`config.mk`:
```
export PLATFORM = sky130hd
export DESIGN_NAME = udma_rx_stream_flat
export DESIGN_NICKNAME = d
export VERILOG_FILES = /design/src/rtl/udma_pkg.sv /design/src/rtl/udma_chan_if.sv /design/src/rtl/udma_rx_stream.sv /design/src/flat_wrapper.sv
export VERILOG_INCLUDE_DIRS = /design/src /design/src/rtl
export SDC_FILE = /design/constraint.sdc
export NUM_CORES = 1
export LEC_CHECK = 0
export ABC_CLOCK_PERIOD_IN_PS = 6500
export BUFFER_PORTS_ARGS = -buffer_cell sky130_fd_sc_hd__buf_4
export CAP_MARGIN = 20
export CORE_UTILIZATION = 46
export CTS_CLUSTER_DIAMETER = 30
export DETAILED_ROUTE_END_ITERATION = 8
export HOLD_SLACK_MARGIN = 0.12
export PLACE_DENSITY = 0.86
export SLEW_MARGIN = 15
export SYNTH_ARGS = -nofsm -noshare
export SYNTH_HDL_FRONTEND = slang
export SYNTH_SLANG_ARGS = --single-unit
```
`constraint.sdc`:
```
create_clock -name sys_clk -period 6.5 [get_ports sys_clk]
set_input_delay 0.975 -clock sys_clk [delete_from_list [all_inputs] [get_ports sys_clk]]
set_output_delay 0.975 -clock sys_clk [all_outputs]
set_load 0.03 [all_outputs]
```
`src/rtl/udma_defines.svh`:
```
// uDMA channel defines
// Sizes of the L2 buffer, the transfer counters and the config enable bit

`ifndef UDMA_DEFINES_SVH
`define UDMA_DEFINES_SVH

//////////////////////////////
// L2 buffer
//////////////////////////////

// Byte address width of the L2 buffer
`define UDMA_L2_AW 12

// L2 buffer size in bytes
`define UDMA_L2_DEPTH 4096

//////////////////////////////
// Transfer control
//////////////////////////////

// Width of a transfer size and a bytes-left count
`define UDMA_SIZE_W 16

// Enable bit in the TX and RX config registers
`define UDMA_CFG_EN_BIT 4

`endif

```
`src/rtl/udma_pkg.sv`:
```
// uDMA package
// Register map, engine states and the common data types

`default_nettype none

`include "udma_defines.svh"

package udma_pkg;

    //////////////////////////////
    // Register map
    //////////////////////////////

    typedef enum logic [4:0] {
        REG_RX_SADDR   = 5'd0,  // L2 start address for RX
        REG_RX_SIZE    = 5'd1,  // RX size in bytes
        REG_UDMA_RXCFG = 5'd2,  // RX enable
        REG_TX_SADDR   = 5'd3,  // L2 start address for TX
        REG_TX_SIZE    = 5'd4,  // TX size in bytes
        REG_UDMA_TXCFG = 5'd5,  // TX enable
        REG_STATUS     = 5'd9   // Bytes left of both channels
    } cfg_reg_e;

    // Shared by the TX and RX engines
    typedef enum logic {
        ST_IDLE   = 1'b0,
        ST_STREAM = 1'b1
    } stream_state_e;

    typedef logic [`UDMA_L2_AW-1:0]  l2_addr_t;    // L2 byte address
    typedef logic [`UDMA_SIZE_W-1:0] xfer_size_t;  // Byte count
    typedef logic [31:0]             word_t;

endpackage

`default_nettype wire

```
`src/rtl/udma_chan_if.sv`:
```
// uDMA channel interface
// Carries one channel's configuration to its engine and status back

`default_nettype none

interface udma_chan_if;

    udma_pkg::l2_addr_t   start_addr;  // Programmed L2 start address
    udma_pkg::xfer_size_t size;        // Programmed transfer size
    logic                 en;          // One-cycle start pulse

    logic                 busy;        // Transfer in progress
    udma_pkg::xfer_size_t bytes_left;  // Remaining bytes of the transfer

    // Register file side
    modport regs (
        output start_addr,
        output size,
        output en,
        input  busy,
        input  bytes_left
    );

    // DMA engine side
    modport engine (
        input  start_addr,
        input  size,
        input  en,
        output busy,
        output bytes_left
    );

endinterface

`default_nettype wire

```
`src/rtl/udma_rx_stream.sv`:
```
// uDMA RX engine
// Writes strobed incoming words into L2 at consecutive word addresses

`default_nettype none

module udma_rx_stream (
    input  wire logic               sys_clk,
    input  wire logic               rst_n,
    input  wire udma_pkg::word_t    rx_data_i,
    input  wire logic               rx_valid_i,
    udma_chan_if.engine             chan,
    output logic                    mem_we_o,
    output udma_pkg::l2_addr_t      mem_waddr_o,
    output udma_pkg::word_t         mem_wdata_o,
    output logic                    rx_eot_o
);

    localparam udma_pkg::xfer_size_t WORD_BYTES = 4;

    udma_pkg::stream_state_e state_q;
    udma_pkg::l2_addr_t      addr_q;
    udma_pkg::xfer_size_t    bytes_left_q;

    assign chan.busy       = (state_q == udma_pkg::ST_STREAM);
    assign chan.bytes_left = bytes_left_q;

    // Strobes outside a transfer never reach L2
    assign mem_we_o    = rx_valid_i && (state_q == udma_pkg::ST_STREAM);
    assign mem_waddr_o = addr_q;
    assign mem_wdata_o = rx_data_i;

    always_ff @(posedge sys_clk or negedge rst_n) begin
        if (!rst_n) begin
            state_q      <= udma_pkg::ST_IDLE;
            addr_q       <= '0;
            bytes_left_q <= '0;
            rx_eot_o     <= 1'b0;
        end else begin
            rx_eot_o <= 1'b0;
            case (state_q)
                udma_pkg::ST_IDLE: begin
                    if (chan.en) begin
                        state_q      <= udma_pkg::ST_STREAM;
                        addr_q       <= chan.start_addr;
                        bytes_left_q <= chan.size;
                    end
                end
                udma_pkg::ST_STREAM: begin
                    if (mem_we_o) begin
                        addr_q <= addr_q + udma_pkg::l2_addr_t'(WORD_BYTES);  // Wraps
                        if (bytes_left_q > WORD_BYTES) begin
                            bytes_left_q <= bytes_left_q - WORD_BYTES;
                        end else begin
                            bytes_left_q <= '0;   // Saturates on a short last word
                            rx_eot_o     <= 1'b1;
                            state_q      <= udma_pkg::ST_IDLE;
                        end
                    end
                end
                default: state_q <= udma_pkg::ST_IDLE;
            endcase
        end
    end

    // No L2 write once the programmed size is used up
    a_rx_we_in_size: assert property (@(posedge sys_clk) disable iff (!rst_n)
        mem_we_o |-> bytes_left_q != '0);

endmodule

`default_nettype wire

```
`src/flat_wrapper.sv`:
```
// flat-port wrapper written by rule: the top's interface ports become plain ports
module udma_rx_stream_flat 
  (sys_clk, rst_n, rx_data_i, rx_valid_i, mem_we_o, mem_waddr_o, mem_wdata_o, rx_eot_o, chan_start_addr, chan_size, chan_en, chan_busy, chan_bytes_left);
  udma_chan_if chan_i ();
  input  wire logic sys_clk;
  input  wire logic rst_n;
  input  wire udma_pkg::word_t rx_data_i;
  input  wire logic rx_valid_i;
  output logic mem_we_o;
  output udma_pkg::l2_addr_t mem_waddr_o;
  output udma_pkg::word_t mem_wdata_o;
  output logic rx_eot_o;
  input wire logic [$bits(chan_i.start_addr)-1:0] chan_start_addr;
  input wire logic [$bits(chan_i.size)-1:0] chan_size;
  input wire logic [$bits(chan_i.en)-1:0] chan_en;
  output wire logic [$bits(chan_i.busy)-1:0] chan_busy;
  output wire logic [$bits(chan_i.bytes_left)-1:0] chan_bytes_left;
  assign chan_i.start_addr = chan_start_addr;
  assign chan_i.size = chan_size;
  assign chan_i.en = chan_en;
  assign chan_busy = chan_i.busy;
  assign chan_bytes_left = chan_i.bytes_left;
  udma_rx_stream u_core (.sys_clk(sys_clk), .rst_n(rst_n), .rx_data_i(rx_data_i), .rx_valid_i(rx_valid_i), .chan(chan_i), .mem_we_o(mem_we_o), .mem_waddr_o(mem_waddr_o), .mem_wdata_o(mem_wdata_o), .rx_eot_o(rx_eot_o));
endmodule
```
==> out/results.md, run 1 <==
| Group | Metric | Value |
| --- | --- | --- |
| clocking | CTS buffer count | 5 |
| sta | Final setup violation count | 0 |
| die | Horizontal die dimension | 67.27 um |
| global route | Remaining global-route overflow | 0 |
| sta | Slew margin rel. | 0.3592 |
| worst setup path | Startpoint types | register |
| worst setup path | Worst r2r path cells | 5 |
| power and ir drop | IR Drop Worst-Case VDD | 0.2001 mV |
| worst setup path | Worst R2R Start | u_core.chan.bytes_left[6]$_DFFE_PN0P_ |
| detailed routing | Number of DRC violations after detailed-routing iteration 0 | 150 |
| power and ir drop | Leakage power summed over all cells | 1.038 nW |
| worst hold path | Worst hold path class | reg -> reg |
| worst setup path | Maximum single-stage delay on the critical path | 0.57 ns |
| worst setup path | Capturing element type of the critical path | register |
| layout | Leading cell type in the layout, fill and taps excluded | sky130_fd_sc_hd__buf_4 |
| logic synthesis | Synth Flop Type | sky130_fd_sc_hd__dfrtp_1 |
| worst setup path | Setup slack, reg-to-reg | 3.82 ns |
| detailed routing | Uppermost layer routed | met4 |
| clocking | Clock sink count | 30 |
| clocking | TritonCTS clock tree | built |
| placed design | Instance count after placement with tap cells included | 292 |
| flow run | Max-cap violations | 0 |
| global route | Global-route wire length before repair | 7527 um |
| logic synthesis | Synthesis warning total | 0 |
| worst setup path | Worst path cell trace | or4_4 > or3_1 > or4_4 > or4_1 > o211ai_1 |
| detailed routing | Via-to-Cell Ratio | 5.924 |
| global route | Pin count of the biggest net entering global routing | 38 |
| layout | Number of fill cells | 368 |
| logic synthesis | Mean instance size in the synthesized netlist | 8.747 sq um |
| sta | Period utilisation layout | 0.4121 |
| logic synthesis | Number of nets in the synthesized netlist | 291 |
| die | Initial Utilization | 0.4829 |
| sta | Slew Viols, Final | 0 |
| layout | Ratio of cells with drive above 1 in the final layout | 0.2948 |
| detailed routing | Detailed route wirelength on metal2 | 2288 um |
| sta | Setup skew after layout | 0.007033 ns |
| detailed routing | DRC violations left | 0 |
| global route | Via count of the first global-routing pass | 1612 |
| logic synthesis | Asr flop ratio synth | 1.000 |
| layout | Area added between synthesis and finish | 17.56% |
| layout | Number of antenna cells inserted | 0 |
| sta | Achievable frequency | 0.3733 GHz |
| clocking | H-tree levels | 2 |
| logic synthesis | Number of library cell types mapped by synthesis | 39 |
| worst setup path | Category of the critical setup timing path | reg -> reg |
| clocking | Number of setup buffers added after CTS | 0 |
| placed design | GP Congestion | 0.8565 |
| status | Status | completed |
| clocking | Hold buffer count at CTS | 0 |
| die | Area of the core region | 0.004058 sq mm |
| worst setup path | Worst EP arrival | 2.88 ns |
| layout | Nets@finish | 317 |
| clocking | Worst-skew pair later-pin latency | 0.29 ns |
| worst setup path | Slowest cell on the critical path | sky130_fd_sc_hd__or4_4 |
| detailed routing | Detailed-routing iteration count for the pre-antenna-repair pass | 4 |
| global route | Combined global-route utilization of all metal layers | 0.2240 |
| placed design | Detailed placement HPWL | 3448 um |
| logic synthesis | Sequential element share of the synthesized area | 0.3831 |
| power and ir drop | Total power divided by cell area | 326.8 mW/mm^2 |
| logic synthesis | Post-Synth Adder-Cell Area | 0.01916 |
| detailed routing | Met1 layer wirelength in the final routing | 1939 um |
| worst setup path | Worst reg2reg path endpoint | u_core.chan.bytes_left[15]$_DFFE_PN0P_ |
| global route | Number of antenna violations at the first check in global routing | 0 |
| sta | Fin crit period | 2.679 ns |
| logic synthesis | Dominant combinational cell family by area after synthesis | simple AND/OR/NAND/NOR gates |
| logic synthesis | Area fraction in compound gates after synthesis | 0.1762 |
| worst setup path | Highest net fanout along the worst path | 9 |
| die | Area of the die | 0.004525 sq mm |
| layout | Highest-count cells in the layout ignoring fill and taps | 63 x sky130_fd_sc_hd__buf_4, 30 x sky130_fd_sc_hd__dfrtp_1, 26 x sky130_fd_sc_hd__nand2_1 |
| die | Height of the die | 67.27 um |
| sta | Slew @ Worst Pin | 0.9577 ns |
| die | Row Count | 23 |
| clocking | Clock root buffer | sky130_fd_sc_hd__clkbuf_8 |
| logic synthesis | Post-Synth XOR/XNOR Area | 0.03576 |
| detailed routing | Average wire per standard cell | 15.98 um |
| worst hold path | Hold path startpoint | u_core.mem_waddr_o[0]$_DFFE_PN0P_ |
| detailed routing | Number of nets still failing antenna checks after routing | 0 |
| worst setup path | Category of cells accounting for the largest share of critical-path delay | simple AND/OR/NAND/NOR gates |
| die | Boundary Pins | 127 |
| logic synthesis | Share of synthesized cell area in and, or, nand and nor gates | 0.1916 |
| layout | Final Non-Filler Cells | 301 |
| logic synthesis | Post-Syn Instances | 224 |
| sta | Final Hold Viols | 0 |
| logic synthesis | Mapped Area | 0.001959 sq mm |
| logic synthesis | Flip-flop and latch count after synthesis | 30 |
| clocking | Post-cts repair resize count | 0 |
| worst hold path | Instance count along the most critical hold path | 2 |
| clocking | Deepest clock path buffer count | 2 |
| sta | RSZ-0062 raised after global routing | false |
| worst hold path | End point of the worst hold path | u_core.mem_waddr_o[0]$_DFFE_PN0P_ |
| clocking | Clock-pin transition on the worst setup and hold timing paths | 0.06 ns |
| placed design | I/O Buffers | 62 |
| logic synthesis | Share of synthesized area spent on multiplexers | 0.03065 |
| sta | Total negative slack | 0 ns |
| worst setup path | Worst path buffer plus inverter count | 0 |
| worst setup path | Required time reported for the critical path endpoint | 6.70 ns |
| logic synthesis | EDFF count, synth | 0 |
| worst setup path | Top cell by count, worst path | sky130_fd_sc_hd__or4_4 |
| detailed routing | WL met3 | 482 um |
| detailed routing | Routed vias | 1783 |
| detailed routing | WL final | 4811 um |
-- per-stage QoR --
stage | power, W | hold WS (ns) | setup WS, ns | instance area (sq um) | util
2_1_floorplan | 0.0005171 | 0.6488 | 3.754 | 1959 | -
3_3_place_gp | 0.0005886 | 0.4660 | 3.798 | 2197 | 0.5415
6_report | 0.0007527 | 0.4839 | 3.821 | 2303 | 0.5677
3_5_place_dp | 0.0005992 | 0.4743 | 3.698 | 2197 | 0.5415
4_1_cts | 0.0007553 | 0.4902 | 3.393 | 2288 | 0.5640
5_1_grt | 0.0007984 | 0.5008 | 3.747 | 2303 | 0.5677
-- registers in the layout (all words and copies together) (netlist names) --
register                cells
u_core.rx_eot_o             1
u_core.chan.busy            1
u_core.chan.bytes_left     16
u_core.mem_waddr_o         12
-- area by class of cell --
cell class / count / area (sq um) / share of cell area
Multi-Input combinational cell: 143 / 888.4 / 0.3857
Clock inverter: 1 / 5.005 / 0.002173
Sequential cell: 30 / 750.7 / 0.3259
Tap cell: 50 / 62.56 / 0.02716
Timing Repair Buffer: 64 / 488.0 / 0.2118
Clock buffer: 7 / 86.33 / 0.03748
Inverter: 6 / 22.52 / 0.009777
-- layer usage --
layer / vias up / global-route usage
li1: 819 / -
met1: 855 / 0.2892
met2: 98 / 0.3425
met3: 11 / 0.05574
met4: 0 / 0.1197
met5: - / 0
-- cells by family after synthesis --
logic type,count (synthesis)
xor+xnor,8
buf+inv,51
mux,6
flops,30
simple gates,74
fa+ha+maj,3
compound gates,52
-- worst max path at each step --
stage | from | cells after the start | to | slack, ns
after floorplan | u_core.chan.bytes_left[6]$_DFFE_PN0P_ | 7 | u_core.chan.bytes_left[15]$_DFFE_PN0P_ | 3.75
after global placement | u_core.chan.busy$_DFF_PN0_ | 3 | mem_we_o | 3.80
after detailed placement | u_core.chan.busy$_DFF_PN0_ | 3 | mem_we_o | 3.70
after CTS | u_core.chan.busy$_DFF_PN0_ | 3 | mem_we_o | 3.39
after global routing | u_core.chan.bytes_left[7]$_DFFE_PN0P_ | 5 | u_core.chan.bytes_left[15]$_DFFE_PN0P_ | 3.75
final | u_core.chan.bytes_left[6]$_DFFE_PN0P_ | 5 | u_core.chan.bytes_left[15]$_DFFE_PN0P_ | 3.82
-- synth_stat cells, types with 3 or more instances --
library cell                n  area (sq um)
sky130_fd_sc_hd__xor2_1     4         35.03
sky130_fd_sc_hd__a21oi_1   12         60.06
sky130_fd_sc_hd__buf_4     32         240.2
sky130_fd_sc_hd__nor3_1     3         15.01
sky130_fd_sc_hd__nor2_1    12         45.04
sky130_fd_sc_hd__a211oi_1   4         30.03
sky130_fd_sc_hd__ha_1       3         37.54
sky130_fd_sc_hd__o21ai_0   13         65.06
sky130_fd_sc_hd__a22oi_1    6         45.04
sky130_fd_sc_hd__xnor2_1    4         35.03
sky130_fd_sc_hd__o311ai_0   3         26.28
sky130_fd_sc_hd__clkbuf_1  11         41.29
sky130_fd_sc_hd__mux2i_1    6         60.06
sky130_fd_sc_hd__or3_1      3         18.77
sky130_fd_sc_hd__nor2b_1    6         37.54
sky130_fd_sc_hd__nand2_1   26         97.59
sky130_fd_sc_hd__dfrtp_1   30         750.7
sky130_fd_sc_hd__nand3_1    6         30.03
sky130_fd_sc_hd__inv_1      6         22.52
sky130_fd_sc_hd__nand4_1    7         43.79
sky130_fd_sc_hd__o311a_1    3         30.03
-- where the power goes --
part	leakage, nW	total (W)	internal, W	switching [W]
clock	0.0482	0.000155	0.0000852	0.0000700
sequential	0.336	0.000296	0.000231	0.0000648
combinational	0.654	0.000302	0.000127	0.000175
-- tightest hold or removal path, cell delays in order (launching register included) --
cell	delay, ns
sky130_fd_sc_hd__dfrtp_1	0.34
sky130_fd_sc_hd__nand2_1	0.05
sky130_fd_sc_hd__nand2_1	0.06
(Power assumes the default switching activity.)
==> run 2: changes to the inputs <==
Settings changed: ABC_AREA set to 1, ABC_CLOCK_PERIOD_IN_PS 6500 to 2200, CORE_UTILIZATION 46 to 40, PLACE_DENSITY 0.86 to 0.78.
Clock period 6.5 ns to 2.2 ns, I/O delays scaled along.
==> run 2 against run 1 <==
Routed wire length rose by 11%. Core utilization fell by 7.7 points. Sequential share of layout area fell by 2.7 points. Sequential power rose to 2.9 times the previous value. Design area rose by 8.9%. Clock-buffer cell count did not move. Global-route usage fell by 2.2 points. Die area rose by 24%. Flip-flop and latch count did not move. Largest cell class unchanged.
==> out/results.md, run 2 <==
| Group | Metric | Value |
| --- | --- | --- |
| status | Status | completed |
| power and ir drop | IR Drop Worst-Case VDD | 0.4138 mV |
| detailed routing | Detailed-routing iteration count for the pre-antenna-repair pass | 4 |
| layout | Number of fill cells | 533 |
| sta | Setup skew after layout | 0.005797 ns |
| clocking | Deepest clock path buffer count | 2 |
| placed design | Detailed placement HPWL | 3906 um |
| worst setup path | Required time reported for the critical path endpoint | 1.87 ns |
| layout | Final Non-Filler Cells | 397 |
| worst setup path | Maximum single-stage delay on the critical path | 0.48 ns |
| worst setup path | Worst EP arrival | 1.48 ns |
| logic synthesis | Most used standard cell by instance count after synthesis | sky130_fd_sc_hd__nand2_1 |
| detailed routing | Via-to-Cell Ratio | 4.947 |
| layout | Leading cell type in the layout, fill and taps excluded | sky130_fd_sc_hd__buf_4 |
| clocking | H-tree levels | 2 |
| clocking | Clock-pin transition on the worst setup and hold timing paths | 0.07 ns |
| worst setup path | Highest net fanout along the worst path | 13 |
| logic synthesis | Post-Syn Instances | 294 |
| placed design | Post-placement cell area | 0.002406 sq mm |
| layout | Ratio of cells with drive above 1 in the final layout | 0.2722 |
| clocking | Worst-skew pair later-pin latency | 0.29 ns |
| layout | Nets@finish | 393 |
| logic synthesis | Sequential element share of the synthesized area | 0.3542 |
| detailed routing | Routed vias | 1964 |
| placed design | I/O Buffers | 62 |
| worst setup path | Worst path buffer plus inverter count | 2 |
| logic synthesis | Synth Flop Type | sky130_fd_sc_hd__dfrtp_1 |
| detailed routing | DRC violations left | 0 |
| worst setup path | Category of cells accounting for the largest share of critical-path delay | flip-flops |
| layout | Final Instance Area | 0.002507 sq mm |
| logic synthesis | Asr flop ratio synth | 1.000 |
| global route | Global-route wire length before repair | 8569 um |
| worst hold path | Worst hold path class | in -> reg |
| logic synthesis | Mean instance size in the synthesized netlist | 7.209 sq um |
| logic synthesis | Number of nets in the synthesized netlist | 361 |
| layout | Combined area of the multi-input logic cells | 989.7 sq um |
| global route | Via count of the first global-routing pass | 1888 |
| sta | Final setup violation count | 0 |
| power and ir drop | Leakage power summed over all cells | 1.250 nW |
| sta | Fin crit period | 1.812 ns |
| logic synthesis | Synthesis warning total | 0 |
| detailed routing | Number of DRC violations after detailed-routing iteration 0 | 149 |
| logic synthesis | Area leader, netlist | sky130_fd_sc_hd__dfrtp_1 |
| worst setup path | Slowest cell on the critical path | sky130_fd_sc_hd__dfrtp_1 |
| global route | Combined global-route utilization of all metal layers | 0.2024 |
| placed design | GP Congestion | 0.8895 |
| die | Area of the core region | 0.005107 sq mm |
| logic synthesis | Mapped Area | 0.002120 sq mm |
| clocking | Clock root buffer | sky130_fd_sc_hd__clkbuf_8 |
| clocking | CTS buffer count | 5 |
| detailed routing | WL final | 5322 um |
| layout | Highest-count cells in the layout ignoring fill and taps | 65 x sky130_fd_sc_hd__buf_4, 60 x sky130_fd_sc_hd__nand2_1, 42 x sky130_fd_sc_hd__nor2_1 |
| power and ir drop | Tot Pwr | 0.002251 W |
| layout | Area added between synthesis and finish | 18.30% |
| layout | Number of flip-flops in the largest register | 16 |
| layout | FF/Latch Area | 750.7 sq um |
| sta | Total negative slack | 0 ns |
| worst setup path | Worst path cell trace | nand2_2 > inv_1 > buf_4 |
| logic synthesis | Number of library cell types mapped by synthesis | 28 |
| worst setup path | Capturing element type of the critical path | primary output |
| sta | RSZ-0062 raised after global routing | false |
| die | Horizontal die dimension | 74.80 um |
| detailed routing | Number of nets still failing antenna checks after routing | 0 |
| layout | Number of antenna cells inserted | 0 |
| worst setup path | Startpoint types | register |
| sta | Final Hold Viols | 0 |
| placed design | Instance count after placement with tap cells included | 388 |
| sta | Slew Viols, Final | 0 |
| global route | Pin count of the biggest net entering global routing | 31 |
| logic synthesis | Cell types occupying the most area after synthesis | sky130_fd_sc_hd__dfrtp_1 35%, sky130_fd_sc_hd__buf_4 11%, sky130_fd_sc_hd__nand2_1 11% |
| clocking | Post-cts repair resize count | 0 |
| sta | Period utilisation layout | 0.8239 |
| clocking | TritonCTS clock tree | built |
| die | Initial Utilization | 0.4150 |
| global route | Number of antenna violations at the first check in global routing | 0 |
| global route | Remaining global-route overflow | 0 |
| die | Area of the die | 0.005594 sq mm |
| sta | Slew @ Worst Pin | 0.3984 ns |
| sta | Slew margin rel. | 0.7344 |
| clocking | Clock sink count | 30 |
| logic synthesis | Fraction of post-synthesis cell area in the top cell type by area | 0.3542 |
| worst setup path | Category of the critical setup timing path | reg -> out |
| logic synthesis | Leading post-synthesis cells by instance count | 60 x sky130_fd_sc_hd__nand2_1, 42 x sky130_fd_sc_hd__nor2_1, 32 x sky130_fd_sc_hd__buf_4 |
| die | Boundary Pins | 127 |
| die | Row Count | 26 |
| power and ir drop | Total power divided by cell area | 897.7 mW/mm^2 |
| flow run | Max-cap violations | 0 |
| logic synthesis | Flip-flop and latch count after synthesis | 30 |
| sta | Achievable frequency | 0.5517 GHz |
| die | Height of the die | 74.80 um |
| logic synthesis | EDFF count, synth | 0 |
| layout | Share of the core filled with cells in the final layout | 0.4909 |
| detailed routing | Average wire per standard cell | 13.41 um |
==> run 2: changes by cell type in the layout (fill, tap and decap cells not counted), moves of 7 or more <==
cell	previous run	this run
sky130_fd_sc_hd__a21oi_1	12	19
sky130_fd_sc_hd__nor2_1	12	42
sky130_fd_sc_hd__nand2_1	26	60
sky130_fd_sc_hd__inv_1	6	21
sky130_fd_sc_hd__nand3_1	6	20
==> run 2: cells by family (layout without fill, tap and decap cells) <==
| group | after synthesis | count (layout) | synth area share |
|---|---|---|---|
| and+or+nand+nor | 141 | 141 | 0.2899 |
| xor gates and xnor gates | 10 | 10 | 0.04132 |
| muxes | 2 | 2 | 0.01062 |
| adders and majority gates | 3 | 3 | 0.01771 |
| AOI/OAI and AO/OA | 43 | 43 | 0.1074 |
| buffers and inverters | 65 | 98 | 0.1789 |
| DFF | 30 | 30 | 0.3542 |
==> run 2: through the flow <==
stage | hold WS (ns) | setup WS [ns]
after floorplan | 0.03441 | 0.5931
after global placement | 0.2839 | 0.5383
after detailed placement | 0.2860 | 0.4590
after CTS | 0.2715 | 0.3774
after global routing | 0.2764 | 0.3136
final | 0.2741 | 0.3875
==> run 2: per-layer routing <==
layer | share of wire | GRT usage | vias to the layer above
met5 | 0 | 0 | -
met4 | 0.011 | 0.07128 | 0
met3 | 0.075 | 0.03748 | 5
met2 | 0.46 | 0.3253 | 82
met1 | 0.45 | 0.2741 | 901
li1 | - | - | 976
==> run 2: path summary, 6_finish.rpt <==
path | from | end | slack, ns | cells past startpoint
min | chan_size[1] | u_core.chan.bytes_left[1]$_DFFE_PN0P_ | 0.27 | 3
max reg2reg | u_core.chan.busy$_DFF_PN0_ | u_core.mem_waddr_o[10]$_DFFE_PN0P_ | 0.44 | 8
min reg2reg | u_core.mem_waddr_o[1]$_DFFE_PN0P_ | u_core.mem_waddr_o[1]$_DFFE_PN0P_ | 0.51 | 1
max in group asynchronous | rst_n | u_core.chan.bytes_left[7]$_DFFE_PN0P_ | 1.39 | 2
max | u_core.chan.busy$_DFF_PN0_ | mem_we_o | 0.39 | 3
min in group asynchronous | rst_n | u_core.chan.bytes_left[11]$_DFFE_PN0P_ | 0.51 | 2
==> run 2: timing repair <==
| item | CTS | global route |
|---|---|---|
| setup buffers | 0 | 0 |
| hold endpoints to repair | 30 | 0 |
| hold buffers | 1 | 0 |
==> run 2: power by group <==
| group | internal, W | switching, W | total, W |
|---|---|---|---|
| sequential | 0.000675 | 0.000182 | 0.000857 |
| clock | 0.000252 | 0.000217 | 0.000469 |
| combinational | 0.000365 | 0.000560 | 0.000925 |
| total | 0.00129 | 0.000959 | 0.00225 |
==> run 2: cell type report <==
class	instances	area share
multi-input cells	199	0.3947
clock buffers	7	0.03443
repair buffers	66	0.1986
flip-flops and latches	30	0.2994
clock inverters	1	0.001996
inverters	24	0.03593
well taps	70	0.03493
==> run 2: tightest hold or removal path: stages <==
cell	delay, ns
sky130_fd_sc_hd__buf_4	0.08
sky130_fd_sc_hd__nand3_1	0.06
sky130_fd_sc_hd__nand2_1	0.06
==> run 3: changes to the inputs <==
Settings changed: ABC_AREA 1 to 0, ABC_CLOCK_PERIOD_IN_PS 2200 to 1800, CORE_UTILIZATION 40 to 43, PLACE_DENSITY 0.78 to 0.81.
Clock period 2.2 ns to 1.8 ns, I/O delays scaled along.
==> run 3 against run 2 <==
The run now ends with setup timing left. Sequential share of layout area decreased by 1.9 points. Flip-flop and latch count unchanged. Die area decreased by 14%. Critical path type is now reg -> reg. Final cell count decreased by 15%. Worst hold slack got worse by 0.099 ns. Register-to-register slack got worse by 0.98 ns.
==> out/results.md, run 3 (synthesis results as in run 1) <==
| Group | Metric | Value |
| --- | --- | --- |
| layout | Highest-count cells in the layout ignoring fill and taps | 97 x sky130_fd_sc_hd__buf_4, 29 x sky130_fd_sc_hd__dfrtp_1, 25 x sky130_fd_sc_hd__nand2_1 |
| die | Boundary Pins | 127 |
| power and ir drop | Tot Pwr | 0.002891 W |
| worst setup path | Setup slack, reg-to-reg | -0.54 ns |
| worst setup path | Worst reg2reg path endpoint | u_core.chan.bytes_left[15]$_DFFE_PN0P_ |
| detailed routing | WL final | 5242 um |
| placed design | Detailed placement HPWL | 3670 um |
| layout | Leading cell type in the layout, fill and taps excluded | sky130_fd_sc_hd__buf_4 |
| detailed routing | Number of DRC violations after detailed-routing iteration 0 | 119 |
| sta | Final Hold Viols | 0 |
| clocking | Clock sink count | 30 |
| sta | Period utilisation layout | 1.303 |
| worst setup path | Worst path buffer plus inverter count | 0 |
| layout | Ratio of cells with drive above 1 in the final layout | 0.4286 |
| clocking | Deepest clock path buffer count | 2 |
| die | Horizontal die dimension | 69.51 um |
| worst setup path | Worst EP arrival | 2.55 ns |
| layout | Number of flip-flops in the largest register | 16 |
| die | Initial Utilization | 0.4500 |
| sta | Slew margin rel. | 0.7181 |
| die | Row Count | 24 |
| layout | Final Non-Filler Cells | 339 |
| detailed routing | Via-to-Cell Ratio | 5.563 |
| status | Status | finished with violations |
| worst setup path | Top cell by count, worst path | sky130_fd_sc_hd__or4_4 |
| placed design | GP Congestion | 0.8863 |
| detailed routing | Average wire per standard cell | 15.46 um |
| layout | Number of fill cells | 342 |
| layout | Area added between synthesis and finish | 36.78% |
| worst setup path | Endpoint of the worst setup timing path | u_core.chan.bytes_left[15]$_DFFE_PN0P_ |
| sta | Slew Viols, Final | 0 |
| global route | Global-route wire length before repair | 8238 um |
| layout | Combined area of the multi-input logic cells | 992.2 sq um |
| sta | Slew @ Worst Pin | 0.4212 ns |
| worst setup path | Worst r2r path cells | 5 |
| status | Failing checks | setup timing |
| detailed routing | DRC violations left | 0 |
| detailed routing | Number of nets still failing antenna checks after routing | 0 |
| clocking | TritonCTS clock tree | built |
| global route | Combined global-route utilization of all metal layers | 0.2153 |
| power and ir drop | Leakage power summed over all cells | 1.217 nW |
| worst hold path | Worst hold path class | in -> reg |
| global route | Number of antenna violations at the first check in global routing | 0 |
| worst setup path | Worst path cell trace | or4_4 > or3_4 > or4_4 > or4_1 > o211ai_1 |
| detailed routing | Routed vias | 1886 |
| sta | Final setup violation count | 18 |
| placed design | I/O Buffers | 62 |
| clocking | CTS buffer count | 5 |
| layout | Nets@finish | 354 |
| layout | FF/Latch Area | 752.0 sq um |
| worst setup path | Capturing element type of the critical path | register |
| power and ir drop | IR Drop Worst-Case VDD | 0.5028 mV |
| sta | Min Hold Slack | 0.1750 ns |
| flow run | Max-cap violations | 0 |
| worst setup path | Highest net fanout along the worst path | 4 |
| clocking | Clock root buffer | sky130_fd_sc_hd__clkbuf_8 |
| global route | Pin count of the biggest net entering global routing | 31 |
| die | Area of the die | 0.004831 sq mm |
| clocking | H-tree levels | 2 |
| layout | Number of antenna cells inserted | 0 |
| worst setup path | Category of cells accounting for the largest share of critical-path delay | simple AND/OR/NAND/NOR gates |
| worst setup path | Startpoint types | register |
| sta | Fin crit period | 2.345 ns |
| global route | Remaining global-route overflow | 0 |
| worst setup path | Worst R2R Start | u_core.chan.bytes_left[6]$_DFFE_PN0P_ |
| sta | Setup skew after layout | 0.003816 ns |
| layout | Share of the core filled with cells in the final layout | 0.6155 |
| die | Area of the core region | 0.004354 sq mm |
| clocking | Clock-pin transition on the worst setup and hold timing paths | 0.06 ns |
| sta | Setup ws final | -0.5446 ns |
| power and ir drop | Total power divided by cell area | 1079 mW/mm^2 |
| detailed routing | Detailed-routing iteration count for the pre-antenna-repair pass | 4 |
| placed design | Instance count after placement with tap cells included | 325 |
| worst setup path | Slowest cell on the critical path | sky130_fd_sc_hd__or4_4 |
| placed design | Setup slack after placement | -0.6160 ns |
| die | Height of the die | 69.51 um |
| worst setup path | Cell depth of the worst setup path | 5 |
| sta | RSZ-0062 raised after global routing | true |
| worst setup path | Category of the critical setup timing path | reg -> reg |
| worst setup path | Required time reported for the critical path endpoint | 2.00 ns |
| clocking | Worst-skew pair later-pin latency | 0.28 ns |
| worst setup path | Maximum single-stage delay on the critical path | 0.51 ns |
| global route | Via count of the first global-routing pass | 1718 |
| sta | Achievable frequency | 0.4265 GHz |
| worst setup path | Launch point of the critical path | u_core.chan.bytes_left[6]$_DFFE_PN0P_ |
[run 3: changes by cell type in the layout (fill, tap and decap cells not counted), moves of 5 or more]
cell,previous run,this run
sky130_fd_sc_hd__nand2_1,60,25
sky130_fd_sc_hd__buf_4,65,97
sky130_fd_sc_hd__nor2_1,42,11
sky130_fd_sc_hd__nand3_1,20,4
sky130_fd_sc_hd__inv_1,21,6
sky130_fd_sc_hd__o21ai_0,17,9
sky130_fd_sc_hd__a21oi_1,19,12
sky130_fd_sc_hd__mux2i_1,0,6
sky130_fd_sc_hd__nand2_2,6,0
sky130_fd_sc_hd__nor2b_1,0,6
sky130_fd_sc_hd__xor2_1,10,4
sky130_fd_sc_hd__a22oi_1,1,6
[run 3: layout make-up]
cell class	count	area share
Multi-Input combinational cell	143	0.3702
Timing Repair Buffer	101	0.2880
Sequential cell	30	0.2806
Clock buffer	7	0.02848
Tap cell	52	0.02428
Inverter	6	0.008403
[run 3: through the flow]
stage	instance area, sq um	setup TNS (ns)
CTS	2564	-6.456
global route	2680	-7.855
floorplan	1983	-10.40
finish	2680	-7.353
global placement	2446	-8.188
detailed placement	2446	-8.856
[run 3: repair_timing]
item / in CTS / in global routing
setup buffers: 0 / 6
hold buffers: 1 / 0
pin swaps: 9 / 13
endpoints found under the setup margin: 18 / 18
endpoints found under the hold margin: 30 / 0
gates resized for setup: 9 / 16
[run 3: worst min path at each step]
stage                            start                                     to  slack, ns  cells after the start
floorplan                        rst_n             u_core.chan.busy$_DFF_PN0_      -0.03                      0
global placement                 rst_n      u_core.mem_waddr_o[1]$_DFFE_PN0P_       0.22                      1
detailed placement               rst_n      u_core.mem_waddr_o[1]$_DFFE_PN0P_       0.23                      1
CTS                 chan_start_addr[1]      u_core.mem_waddr_o[1]$_DFFE_PN0P_       0.17                      3
global route              chan_size[9]  u_core.chan.bytes_left[9]$_DFFE_PN0P_       0.19                      3
finish              chan_start_addr[1]      u_core.mem_waddr_o[1]$_DFFE_PN0P_       0.17                      3
[run 3: metal layers]
metal | GRT usage | share of wire | vias to the layer above
li1 | - | - | 897
met4 | 0.08617 | 0.018 | 0
met2 | 0.3355 | 0.48 | 72
met1 | 0.2884 | 0.43 | 903
met3 | 0.05087 | 0.073 | 14
met5 | 0 | 0 | -
[run 3: worst reg2reg max path, stage by stage (launching register included)]
cell	delay (ns)
sky130_fd_sc_hd__dfrtp_2	0.40
sky130_fd_sc_hd__or4_4	0.51
sky130_fd_sc_hd__or3_4	0.35
sky130_fd_sc_hd__or4_4	0.43
sky130_fd_sc_hd__or4_1	0.40
sky130_fd_sc_hd__o211ai_1	0.16
[run 3: report_power, final]
group	total (W)	switching (W)	internal [W]
Combinational	0.00136	0.000742	0.000613
Clock	0.000511	0.000245	0.000266
Sequential	0.00102	0.000188	0.000836
